--- src/fpu_defs.svh ---
`ifndef FPU_DEFS_SVH
`define FPU_DEFS_SVH

// operand word and one single-precision half
`define FPU_DATA_W 64
`define FPU_HALF_W 32

// lanes and result-bus slots
`define FPU_LANES 2
`define FPU_FWD_SRCS 10

// forward index width, and the index that means no forward
`define FPU_IDX_W 4
`define FPU_FWD_NONE 15

// exception flags and instruction tag
`define FPU_FLAG_W 11
`define FPU_TAG_W 9

// fpcsr flag-enable field, bits 21:11
// bit FPU_CSR_EN_LO+i enables flag i
`define FPU_CSR_EN_LO 11

`endif

--- src/fpu_pkg.sv ---
`include "fpu_defs.svh"

package fpu_pkg;

  // low single in 31:0, high single in 63:32
  typedef logic [`FPU_DATA_W-1:0] fpu_data_t;

  // result-bus slot, FPU_FWD_NONE for no forward
  typedef logic [`FPU_IDX_W-1:0] fwd_idx_t;

  typedef logic [`FPU_FLAG_W-1:0] fpu_flags_t;

  typedef logic [`FPU_TAG_W-1:0] rob_tag_t;

  // 14-bit retire code
  typedef struct packed {
    logic [3:0] flag_idx;
    rob_tag_t   tag;
    logic       exc;
  } fpu_ret_t;

  typedef enum logic [2:0] {
    PERM_COPY_A   = 3'd0,
    PERM_COPY_B   = 3'd1,
    // halves of B exchanged
    PERM_SWAP_B   = 3'd2,
    // low half of B in both halves
    PERM_DUP_LO_B = 3'd3,
    // high half of A over low half of B
    PERM_MERGE    = 3'd4
  } perm_op_t;

endpackage

--- src/fpu_retire.sv ---
`include "fpu_defs.svh"

module fpu_retire (
  input  logic                clk,
  input  logic                rst,
  input  logic [31:0]         fpcsr,
  input  fpu_pkg::fpu_data_t  lane_res   [`FPU_LANES],
  input  fpu_pkg::fpu_flags_t lane_flags [`FPU_LANES],
  input  fpu_pkg::rob_tag_t   lane_tag   [`FPU_LANES],
  input  logic                lane_valid [`FPU_LANES],
  output fpu_pkg::fpu_data_t  res        [`FPU_LANES],
  output fpu_pkg::fpu_ret_t   ret        [`FPU_LANES],
  output logic                ret_en     [`FPU_LANES]
);
  import fpu_pkg::*;

  fpu_flags_t flag_en;
  fpu_flags_t hit  [`FPU_LANES];
  fpu_ret_t   code [`FPU_LANES];

  // index of the lowest raised flag, 0 when none
  function automatic logic [3:0] lowest_set(input fpu_flags_t v);
    logic [3:0] idx;
    idx = 4'd0;
    for (int i = `FPU_FLAG_W - 1; i >= 0; i--) begin
      if (v[i]) begin
        idx = 4'(i);
      end
    end
    return idx;
  endfunction

  assign flag_en = fpcsr[`FPU_CSR_EN_LO +: `FPU_FLAG_W];

  always_comb begin
    for (int l = 0; l < `FPU_LANES; l++) begin
      hit[l]           = lane_flags[l] & flag_en;
      code[l].flag_idx = lowest_set(hit[l]);
      code[l].tag      = lane_tag[l];
      code[l].exc      = |hit[l];
    end
  end

  always_ff @(posedge clk) begin
    if (rst) begin
      for (int l = 0; l < `FPU_LANES; l++) begin
        res[l]    <= '0;
        ret[l]    <= '0;
        ret_en[l] <= 1'b0;
      end
    end else begin
      for (int l = 0; l < `FPU_LANES; l++) begin
        ret_en[l] <= lane_valid[l];
        // hold last result between retires
        if (lane_valid[l]) begin
          res[l] <= lane_res[l];
          ret[l] <= code[l];
        end
      end
    end
  end

  for (genvar l = 0; l < `FPU_LANES; l++) begin : g_chk
    a_no_ret_after_rst: assert property (@(posedge clk) rst |=> !ret_en[l]);
  end

endmodule

--- config.mk ---
export PLATFORM = sky130hd
export DESIGN_NAME = fpu_retire
export DESIGN_NICKNAME = d
export VERILOG_FILES = /design/src/fpu_pkg.sv /design/src/fpu_retire.sv
export VERILOG_INCLUDE_DIRS = /design/src
export SDC_FILE = /design/constraint.sdc
export NUM_CORES = 1
export LEC_CHECK = 0
export ABC_AREA = 0
export BUFFER_PORTS_ARGS = -buffer_cell sky130_fd_sc_hd__clkbuf_2
export CORE_AREA = 2 2 141 143
export DETAILED_ROUTE_END_ITERATION = 12
export DIE_AREA = 0 0 143 145
export PLACE_DENSITY_LB_ADDON = 0.08
export SLEW_MARGIN = 20
export SYNTH_ARGS = -nofsm -noshare
export SYNTH_HDL_FRONTEND = slang
export SYNTH_SLANG_ARGS = --single-unit
--- constraint.sdc ---
create_clock -name clk -period 0.9 [get_ports clk]
set_input_delay 0.135 -clock clk [delete_from_list [all_inputs] [get_ports clk]]
set_output_delay 0.135 -clock clk [all_outputs]
set_load 0.005 [all_outputs]
==> tab_implementation.tex <==
\begin{tabular}{lr}
\hline
Metric & Value \\
\hline
\multicolumn{2}{l}{\textbf{Status}} \\
Status & complete, but fails checks \\
Violated checks & negative setup slack \\
\multicolumn{2}{l}{\textbf{Routing}} \\
ANT nets after route & 0 \\
Detail-routed net length per standard cell & 14.7 um \\
Routed WL & about 20000 um \\
Vias per std cell & between 4 and 5 \\
1st-iter DRT viols & 150 \\
Detailed-router iteration count before antenna repair & 4 \\
Number of DRC violations after detailed routing & 0 \\
Via total after detailed routing & slightly below 6000 \\
\multicolumn{2}{l}{\textbf{Floorplan}} \\
Core Rows & 51 \\
Placeable core region & roughly 19000 um2 \\
Y dimension of the die & $\sim$150 um \\
Initial standard-cell utilization of the core & between 30\% and 40\% \\
I/O pin count & 362 \\
Die area & between 20000 and 25000 um2 \\
Chip Width & about 140 um \\
\multicolumn{2}{l}{\textbf{Yosys}} \\
Register bit count reported by yosys & around 160 \\
Count of flip-flops with a built-in enable after synthesis & 0 \\
Main synth FF type & dfxtp\_1 \\
Register area share after synthesis & 54.0\% \\
Cell Area, Synth & approximately 5900 um2 \\
Post-Syn Area per Cell & 10.5 um2 \\
Most area-hungry cell type in the Yosys netlist & dfxtp\_1 \\
Mapped Nets & 760 \\
Count of synthesis-stage warnings from yosys & 0 \\
Async set-or-reset flop fraction in the synthesized netlist & 0\% \\
Top cells by area, synth & dfxtp\_1, mux2i\_1, nor2\_1 \\
Post-Syn Instances & 556 \\
Fraction of post-synthesis cell area in the top cell type by area & about 54\% \\
Number of distinct standard cells referenced by the synthesized netlist & 28 \\
\multicolumn{2}{l}{\textbf{Layout}} \\
Most used cells in the layout excluding fill and tap cells & clkbuf\_2, dfxtp\_2, nor2\_1 \\
Reg area & $\sim$3400 um2 \\
Synthesis-to-layout area growth & 86.5\% \\
Post-layout util & 56.9\% \\
Area taken by multi-input logic gates & 2470 um2 \\
Filler Cells Inserted & approximately 1600 \\
Layout cell share with drive strength beyond 1 & 53.3\% \\
Most frequent standard cell in the layout excluding fill and tap cells & clkbuf\_2 \\
Antenna diodes & 0 \\
Nets & roughly 1300 \\
\multicolumn{2}{l}{\textbf{Clock network}} \\
Clock slew seen by the registers of the worst setup and hold paths & roughly 0.070 ns \\
Clk sinks & 158 \\
Total clock buffers created by CTS & 17 \\
Buffer levels on the longest clock path & 2 \\
Level count of the clock H-tree & 4 \\
Clock root cell & clkbuf\_16 \\
Clock tree from TritonCTS & done \\
Clock latency reported for the late side of the worst-skew pair & roughly 0.41 ns \\
\multicolumn{2}{l}{\textbf{Timing}} \\
Unrepaired setup endpoints after global routing & yes \\
Final worst setup slack & -0.111 ns \\
Fmax & a little under 1000 MHz \\
Max Clock Skew & 0 ns \\
Final-layout worst hold slack & between 0.03 and 0.04 ns \\
Final number of setup-violating endpoints & 159 \\
Final Hold Viols & 0 \\
Max-slew violation total from the final report & 0 \\
Setup TNS after final layout & -13.46 ns \\
Period utilisation layout & 112\% \\
Tmin final & just over 1 ns \\
Relative slew slack & between 70\% and 80\% \\
Pin slew with the least headroom to its limit & between 0.3 and 0.4 ns \\
\multicolumn{2}{l}{\textbf{Worst hold path}} \\
Worst hold-check path type & input port to flip-flop \\
\multicolumn{2}{l}{\textbf{Setup path}} \\
Data arrival time of the critical path & 0.88 ns \\
Maximum net fanout on the critical path & 2 \\
Kind of start point of the critical path & flip-flop \\
Setup slack on the worst flop-to-flop path & -0.01 ns \\
Delay of the slowest cell on the worst path & approximately 0.35 ns \\
Top delay family on crit path & flip-flops \\
Worst Path Required & between 0.7 and 0.8 ns \\
Logic depth of the worst path, buffers included & 1 \\
Worst R2R Path Depth & 3 \\
Slowest cell on the critical path & dfxtp\_2 \\
Worst setup path category & flip-flop to output pin \\
Launch instance of the worst register-to-register path & ret[24] \\
Capturing element of the worst setup path & ret[15] \\
Cell breakdown of the critical path & clkbuf\_2 \\
Launching element of the worst setup path & ret[15] \\
Capture instance of the worst register-to-register path & ret[24] \\
Number of buffer and inverter instances along the worst setup path & 1 \\
Worst setup EP type & output pin \\
\multicolumn{2}{l}{\textbf{Pwr}} \\
PwrDens & between 1500 and 2000 nW/um2 \\
Leakage power figure & 0.00542 uW \\
Overall power consumption & between 15000 and 20000 uW \\
Worst VDD drop & around 1.2 mV \\
\multicolumn{2}{l}{\textbf{Global routing}} \\
Global-route total usage across every layer & 18.3\% \\
Congestion Overflow GR & 0 \\
Maximum number of pins on one net before global-route repair & just over 80 \\
Antenna violations before repair & 0 \\
Wire length of the first global-routing pass & between 30000 and 40000 um \\
Vias in the first global route & between 6000 and 7000 \\
\multicolumn{2}{l}{\textbf{Job}} \\
Max-capacitance violation count & 0 \\
\multicolumn{2}{l}{\textbf{Placement}} \\
Gp weighted congestion & roughly 0.84 \\
DP HPWL & roughly 13000 um \\
Number of buffers added on ports & 340 \\
\hline
\end{tabular}
[layout make-up]
type / instances / share of cell area, %
multi-input combinational: 360 / 22.6
clock inverter: 11 / 0.962
tap: 265 / 3.03
sequential: 158 / 30.7
inverter: 3 / 0.103
timing repair buffer: 531 / 38.4
clock buffer: 21 / 4.21
[stage by stage]
| step | setup slack [ns] | std cells | cell area (um2) |
|---|---|---|---|
| 6_report | -0.111 | 1349 | 10900 |
| 5_1_grt | -0.152 | 1349 | 10900 |
| 4_1_cts | -0.148 | 1341 | 10300 |
| 3_5_place_dp | -0.153 | 1155 | 8010 |
| 3_3_place_gp | -0.110 | 1155 | 8010 |
| 2_1_floorplan | 0.00538 | 556 | 5860 |
[worst register-to-register path: cells and delay by family (launching register included)]
family          cells  cell delay, ns
compound gates      2            0.35
buf+inv             1            0.11
flops               1            0.33
[metal layers]
layer / GRT usage [%] / share of wire (%) / vias up
met1: 19.7 / 39 / 2731
met2: 32.4 / 51 / 223
li1: - / - / 2925
met3: 5.38 / 7.1 / 40
met4: 8.66 / 2.9 / 0
met5: 0 / 0 / -
[sequential cells by signal, summed over array words and instances, names as in the netlist]
name	count
res	128
ret	28
ret_en	2
[timing repair]
action	in CTS	in global routing
hold buffers	146	0
pin swaps	0	2
hold endpoints to repair	146	0
resized for setup	159	171
setup endpoints to repair	158	160
setup buffers	8	8
[worst min path at each step]
stage	depth (start not counted)	slack (ns)	start	end
3_5_place_dp	3	0.38	lane_res[101]	res[101]
4_1_cts	3	0.01	lane_flags[5]	ret[10]
5_1_grt	3	0.01	lane_flags[5]	ret[10]
2_1_floorplan	2	0.28	lane_res[103]	res[103]
3_3_place_gp	3	0.37	lane_res[71]	res[71]
6_report	3	0.03	lane_flags[5]	ret[10]
[where the power goes]
part | switching (uW) | internal (uW) | leakage (uW)
Combinational | 1190 | 1870 | 0.00378
Sequential | 259 | 7500 | 0.00136
Clock | 2950 | 3980 | 0.000278
[cells by family after synthesis]
logic type	Yosys count	synth area share [%]
flip-flops	158	54.0
multiplexers	146	24.9
buffers and inverters	38	4.01
AND/OR/NAND/NOR	176	12.1
AO/OA/AOI/OAI	38	4.98
[synthesized netlist by cell type, drive strengths merged, types with 3 or more instances]
cell type / instances
buf: 30
a22o: 6
o21ai: 4
dfxtp: 158
nand3: 8
nand2: 12
mux2i: 146
a21oi: 10
nor2: 150
clkbuf: 5
inv: 3
a22oi: 6
Note: power is estimated with default switching activity, not from simulation.
