==> config.mk <==
export PLATFORM = sky130hd
export DESIGN_NAME = fwd_bus_capture
export DESIGN_NICKNAME = d
export VERILOG_FILES = /design/src/fpu_pkg.sv /design/src/fwd_bus_capture.sv
export VERILOG_INCLUDE_DIRS = /design/src
export SDC_FILE = /design/constraint.sdc
export NUM_CORES = 1
export LEC_CHECK = 0
export ABC_AREA = 0
export BUFFER_PORTS_ARGS = -buffer_cell sky130_fd_sc_hd__buf_4
export CORE_AREA = 5 5 498 500
export CTS_BUF_LIST = sky130_fd_sc_hd__clkbuf_8
export CTS_CLUSTER_DIAMETER = 30
export DETAILED_ROUTE_END_ITERATION = 12
export DIE_AREA = 0 0 503 505
export GPL_TIMING_DRIVEN = 0
export MAX_ROUTING_LAYER = met4
export PLACE_DENSITY = 0.3
export SLEW_MARGIN = 10
export SYNTH_ARGS = -nofsm -noshare
export SYNTH_HDL_FRONTEND = slang
export SYNTH_SLANG_ARGS = --single-unit
==> constraint.sdc <==
create_clock -name clk -period 3 [get_ports clk]
set_input_delay 0.6 -clock clk [delete_from_list [all_inputs] [get_ports clk]]
set_output_delay 0.6 -clock clk [all_outputs]
set_load 0.005 [all_outputs]
==> src/fpu_defs.svh <==
`ifndef FPU_DEFS_SVH
`define FPU_DEFS_SVH

// operand word and one single-precision half
`define FPU_DATA_W 64
`define FPU_HALF_W 32

// lanes and result-bus slots
`define FPU_LANES 2
`define FPU_FWD_SRCS 10

// forward index width, and the index that means no forward
`define FPU_IDX_W 4
`define FPU_FWD_NONE 15

// exception flags and instruction tag
`define FPU_FLAG_W 11
`define FPU_TAG_W 9

// fpcsr flag-enable field, bits 21:11
// bit FPU_CSR_EN_LO+i enables flag i
`define FPU_CSR_EN_LO 11

`endif

==> src/fpu_pkg.sv <==
`include "fpu_defs.svh"

package fpu_pkg;

  // low single in 31:0, high single in 63:32
  typedef logic [`FPU_DATA_W-1:0] fpu_data_t;

  // result-bus slot, FPU_FWD_NONE for no forward
  typedef logic [`FPU_IDX_W-1:0] fwd_idx_t;

  typedef logic [`FPU_FLAG_W-1:0] fpu_flags_t;

  typedef logic [`FPU_TAG_W-1:0] rob_tag_t;

  // 14-bit retire code
  typedef struct packed {
    logic [3:0] flag_idx;
    rob_tag_t   tag;
    logic       exc;
  } fpu_ret_t;

  typedef enum logic [2:0] {
    PERM_COPY_A   = 3'd0,
    PERM_COPY_B   = 3'd1,
    // halves of B exchanged
    PERM_SWAP_B   = 3'd2,
    // low half of B in both halves
    PERM_DUP_LO_B = 3'd3,
    // high half of A over low half of B
    PERM_MERGE    = 3'd4
  } perm_op_t;

endpackage

==> src/fwd_bus_capture.sv <==
`include "fpu_defs.svh"

module fwd_bus_capture (
  input  logic               clk,
  input  logic               rst,
  input  fpu_pkg::fpu_data_t fwd_bus   [`FPU_FWD_SRCS],
  output fpu_pkg::fpu_data_t fwd_bus_q [`FPU_FWD_SRCS]
);

  // one-cycle-old copy of every bus slot
  always_ff @(posedge clk) begin
    if (rst) begin
      for (int s = 0; s < `FPU_FWD_SRCS; s++) begin
        fwd_bus_q[s] <= '0;
      end
    end else begin
      for (int s = 0; s < `FPU_FWD_SRCS; s++) begin
        fwd_bus_q[s] <= fwd_bus[s];
      end
    end
  end

endmodule

==> flow_summary_export.csv, run 1 <==
group,metric,value,unit
setup_path,cpMaxStageDelayCell,"dfxtp_1",
grt,antenna_found_initial,122,
synthesis,syn-num-nets,1993,
synthesis,synthesis.area,17400,µm²
cts,root_buffer,"clkbuf_8",
routing,num_vias,18800,
setup_path,path_delay_family,"flip-flops",
cts,htreeDepth,4,
routing,ant_nets,0,
cells_and_area,regArea,12800,µm²
timing,rsz0062_at_grt,"false",
routing,route.met2.wl,85100,µm
synthesis,yosys_warnings,0,
synthesis,synth-simple-area-share,0.244,
run_status,status,"completed",
grt,grt_max_degree,20,
cells_and_area,fillCellCount,27100,
routing,met1_length,62000,µm
setup_path,path_cells,"buf_4",
pwr,p_int,20.8,mW
routing,wl_per_cell,25.4,µm
floorplanning,dieArea,254000,µm²
timing,finalHoldViolCount,0,
setup_path,crit_buf_inv,1,
setup_path,cp_data_arrival_time,1490,ps
synthesis,syn_avg_cell_area,12.9,µm²
grt,overflow,0,
routing,dr_wl_met3,25400,µm
floorplanning,fp.dieH,505,µm
cts,cts_tree,"built",
synthesis,synth_top_family_by_area,"simple AND/OR/NAND/NOR gates",
routing,first_iter_violations,790,
floorplanning,row_count,181,
pwr,sequentialPowerShare,0.324,
synthesis,synth.top_cell.area_share,0.738,
cts,post_cts.repair.setup_buffers,0,
placed_design,dpl.hpwl,155000,µm
grt,grt_pass1_wl,217000,µm
pwr,power_density,661,nW/µm²
grt,grt_pass1_vias,21300,
routing,route.detailed.drc,0,
cells_and_area,top_regs,"fwd_bus_q: 640 flops",
synthesis,ys_types,5,
floorplanning,start_util,0.0716,
hold_path,hold_path.class,"in2reg",
setup_path,crit_path_end_kind,"output pin",
synthesis,ys_seq_elements,640,
grt,track_usage,0.137,
pwr,peakVddDrop,0.386,mV
cells_and_area,fin_area,42600,µm²
placed_design,io_buffers,1280,
setup_path,cpPeakStageDelay,360,ps
timing,worst_pin_slew,1110,ps
setup_path,cp.required,2400,ps
timing,max_freq,478,MHz
pwr,power.leakage,19.2,nW
timing,finalSetupTns,0,ps
routing,drt_wl_total,176000,µm
cells_and_area,multiInputGateArea,4230,µm²
cells_and_area,largest_register_ffs,640,
floorplanning,die_w,503,µm
pwr,clkPwrFrac,0.556,
synthesis,synth_xor_area_frac,0,
floorplanning,coreArea,243000,µm²
pwr,swShare,0.262,
routing,avgViaCountPerCell,2.70,
placed_design,place_area,31000,µm²
timing,min_period,2090,ps
timing,report.final.slew_viol_count,0,
floorplanning,io-pin-count,1282,
run,drv_cap,0,
synthesis,synthCells,1351,
setup_path,path_max_fanout,1,
timing,period_share,0.697,
placed_design,finalWeightedCongestion,0.894,
synthesis,ys_top_cells_by_area,"dfxtp_1, nor2b_1, and2b_1",
cts,clkTransAtPathRegs,50,ps
synthesis,synth_mux_area_frac,0,
setup_path,critPathLaunchType,"flop",
setup_path,critPathKind,"reg2out",
timing,setup_viol,0,
cells_and_area,largest-register,"fwd_bus_q",
synthesis,post-synth-top-area-cell,"dfxtp_1",
pwr,p_sw,7.38,mW
routing,routed.top_layer,"met4",
synthesis,synth-compound-area-share,0,
synthesis,yosys.area_share.adder,0,
cts,cts.sink_count,640,
cells_and_area,drive_above_1_share,0.452,
pwr,p_comb_frac,0.120,
cts,cts-buffers-inserted,216,
routing,firstDrtPassIters,5,
cts,cts_max_path_buffers,3,
cells_and_area,fin_nets,4131,
timing,slew_headroom,0.257,
cells_and_area,area_growth,145,%
synthesis,yosysSeqAreaShare,0.738,
[final cells by class]
class	instances	share of cell area
clock inverters	135	0.0321
diodes	59	0.00346
well taps	3202	0.0940
flip-flops and latches	640	0.301
repair buffers	1920	0.376
multi-input cells	640	0.0992
clock buffers	270	0.0872
plain buffers	71	0.00749
[worst paths after layout]
path,startpoint,end,slack [ps],cells past startpoint
worst min-delay path,rst,fwd_bus_q[15],340,3
worst max-delay path,fwd_bus_q[299],fwd_bus_q[299],910,1
[metal layers]
layer  vias up  track usage
met4         0       0.0310
met2      1248        0.231
met5         -            -
met1      8664        0.134
met3       301       0.0851
li1       8543            -
[synthesized netlist by cell type]
| master | instances |
|---|---|
| dfxtp_1 | 640 |
| and2b_1 | 180 |
| clkbuf_1 | 64 |
| buf_6 | 7 |
| nor2b_1 | 460 |
[layout by cell type, fill, tap and decap left out]
cell type         n
dfxtp_1         640
diode_2          59
inv_12            5
nor2b_1         460
clkinvlp_4       13
inv_1            32
clkinv_16         2
bufinv_16        20
buf_4          1280
inv_8             1
clkinv_8          2
clkbuf_8        270
dlygate4sd3_1   640
buf_6             7
clkinv_4          1
clkinv_2         55
clkbuf_1         64
inv_16            4
and2b_1         180
[power by group through the flow]
stage               logic [mW]  registers, mW  clock network [mW]
finish                    3.39           9.13                15.7
global route              3.66           9.17                16.7
CTS                       3.54           9.14                16.3
detailed placement        2.70           9.29                   0
global placement          2.71           9.29                   0
floorplan                0.407           9.33                   0
[through the flow]
step	power (mW)	hold WS, ps	std cells	util	worst slack, ps
floorplan	9.73	725	1351	-	1600
global placement	12.0	807	5833	0.128	406
detailed placement	12.0	811	5833	0.128	417
CTS	29.0	181	6878	0.175	669
global route	29.6	245	6925	0.176	727
finish	28.2	342	6937	0.176	908
[logic make-up (layout without fill, tap and decap cells)]
kind of cell           count (synthesis)  in the layout
buffers and inverters                 71           2396
DFF                                  640            640
other                                  0             59
and+or+nand+nor                      640            640
[what timing repair did]
item	CTS	global route
hold endpoints to repair	640	0
hold buffers	640	0
resized for setup	0	0
endpoints found under the setup margin	0	0
(Power assumes the default switching activity.)
==> inputs of run 2 (changes only) <==
--- a/config.mk
+++ b/config.mk
@@ -8,11 +8,11 @@
 export LEC_CHECK = 0
 export ABC_AREA = 0
 export BUFFER_PORTS_ARGS = -buffer_cell sky130_fd_sc_hd__buf_4
-export CORE_AREA = 5 5 498 500
+export CORE_AREA = 5 5 491 493
 export CTS_BUF_LIST = sky130_fd_sc_hd__clkbuf_8
 export CTS_CLUSTER_DIAMETER = 30
 export DETAILED_ROUTE_END_ITERATION = 12
-export DIE_AREA = 0 0 503 505
+export DIE_AREA = 0 0 496 498
 export GPL_TIMING_DRIVEN = 0
 export MAX_ROUTING_LAYER = met4
 export PLACE_DENSITY = 0.3
==> constraint.sdc (replaced) <==
create_clock -name clk -period 2 [get_ports clk]
set_input_delay 0.4 -clock clk [delete_from_list [all_inputs] [get_ports clk]]
set_output_delay 0.4 -clock clk [all_outputs]
set_load 0.005 [all_outputs]
==> flow_summary_export.csv, run 2 (synthesis gave the netlist of run 1 again) <==
group,metric,value,unit
setup_path,crit_end,"fwd_bus_q[100]",
grt,grt_max_degree,21,
setup_path,path_delay_family,"flip-flops",
timing,period_share,0.927,
cts,post_cts.repair.setup_buffers,0,
pwr,power_density,990,nW/µm²
pwr,peakVddDrop,0.569,mV
floorplanning,die_w,496,µm
timing,layout_setup_ws,145,ps
setup_path,cp_data_arrival_time,1450,ps
placed_design,place_ws,-466,ps
timing,rsz0062_at_grt,"true",
cells_and_area,layout_commonest_cell,"buf_4",
grt,overflow,0,
setup_path,path_cells,"buf_8",
pwr,power,43.1,mW
timing,slew_headroom,0.407,
placed_design,io_buffers,1280,
grt,grt_pass1_vias,21200,
cts,cts-buffers-inserted,219,
placed_design,place_area,30900,µm²
timing,fin_hold_ws,161,ps
cells_and_area,layout_common_cells,"buf_4, dlygate4sd3_1, dfxtp_1",
floorplanning,start_util,0.0734,
floorplanning,fp.dieH,498,µm
grt,grt_pass1_wl,204000,µm
cells_and_area,drive_above_1_share,0.478,
timing,report.final.slew_viol_count,0,
cts,cts_tree,"built",
setup_path,critPathLaunchType,"flop",
routing,firstDrtPassIters,4,
routing,avgViaCountPerCell,2.70,
setup_path,cpMaxStageDelayCell,"dfxtp_4",
placed_design,finalWeightedCongestion,0.867,
cts,cts.sink_count,640,
cts,htreeDepth,4,
timing,min_period,1850,ps
pwr,power.leakage,19.5,nW
setup_path,startpoint,"fwd_bus_q[100]",
cells_and_area,fillCellCount,26400,
cells_and_area,fin_area,43500,µm²
grt,antenna_found_initial,84,
routing,drt_wl_total,163000,µm
placed_design,dp_cells,5798,
hold_path,hold_path.startpoint,"rst",
setup_path,critPathKind,"reg2out",
run,drv_cap,0,
routing,wl_per_cell,23.7,µm
cells_and_area,top_regs,"fwd_bus_q: 640 flops",
setup_path,cpPeakStageDelay,380,ps
cts,cts_max_path_buffers,3,
cells_and_area,largest-register,"fwd_bus_q",
setup_path,path_max_fanout,1,
cells_and_area,largest_register_ffs,640,
routing,route.detailed.drc,0,
hold_path,hold_path.class,"in2reg",
run_status,status,"completed",
routing,num_vias,18600,
cells_and_area,instances_no_fill,6889,
timing,finalHoldViolCount,0,
cells_and_area,area_growth,151,%
timing,worst_pin_slew,889,ps
setup_path,crit_buf_inv,1,
cells_and_area,fin_nets,4142,
setup_path,crit_path_end_kind,"output pin",
timing,max_freq,539,MHz
timing,finalSetupTns,0,ps
cts,root_buffer,"clkbuf_8",
timing,setup_viol,0,
routing,ant_nets,0,
routing,first_iter_violations,717,
setup_path,cp.required,1600,ps
setup_path,cp.depth,1,
floorplanning,row_count,179,
floorplanning,io-pin-count,1282,
placed_design,dpl.hpwl,140000,µm
floorplanning,coreArea,237000,µm²
grt,track_usage,0.131,
cts,clkTransAtPathRegs,50,ps
cells_and_area,fin_util,0.184,
floorplanning,dieArea,247000,µm²
-- run 2: how the worst min path moves through the flow --
stage / cells after the start / end / slack [ps]
final: 3 / fwd_bus_q[12] / 160
after global routing: 3 / fwd_bus_q[252] / 60
after floorplan: 1 / fwd_bus_q[100] / 530
after CTS: 3 / fwd_bus_q[473] / 8
after global placement: 2 / fwd_bus_q[473] / 610
after detailed placement: 2 / fwd_bus_q[108] / 610
-- run 2: metal layers --
metal | track usage | vias to the layer above | routed length [µm]
met1 | 0.138 | 8587 | 62300
met2 | 0.214 | 1182 | 76800
met3 | 0.0656 | 288 | 19400
met5 | - | - | 0
li1 | - | 8534 | -
met4 | 0.0387 | 0 | 4530
-- run 2: timing repair --
item                                   4_1_cts  5_1_grt
gates cloned                                 0        0
setup endpoints to repair                  121       10
endpoints found under the hold margin      640        0
hold buffers                               648        0
resized for setup                          265        5
-- run 2: cell type report --
class                           count  area, µm²  area share
Multi-Input combinational cell    640       4230      0.0972
Buffer                             71        319     0.00733
Clock buffer                      275       3780      0.0870
Tap cell                         3167       3960      0.0911
Clock inverter                    136       1470      0.0338
Sequential cell                   640      13000       0.299
Timing Repair Buffer             1928      16700       0.383
Antenna cell                       32       80.1     0.00184
-- run 2: report_power, final --
group / internal [mW] / switching [mW] / total (mW)
combinational: 2.91 / 2.11 / 5.02
sequential: 13.5 / 0.282 / 13.8
clock: 15.5 / 8.78 / 24.3
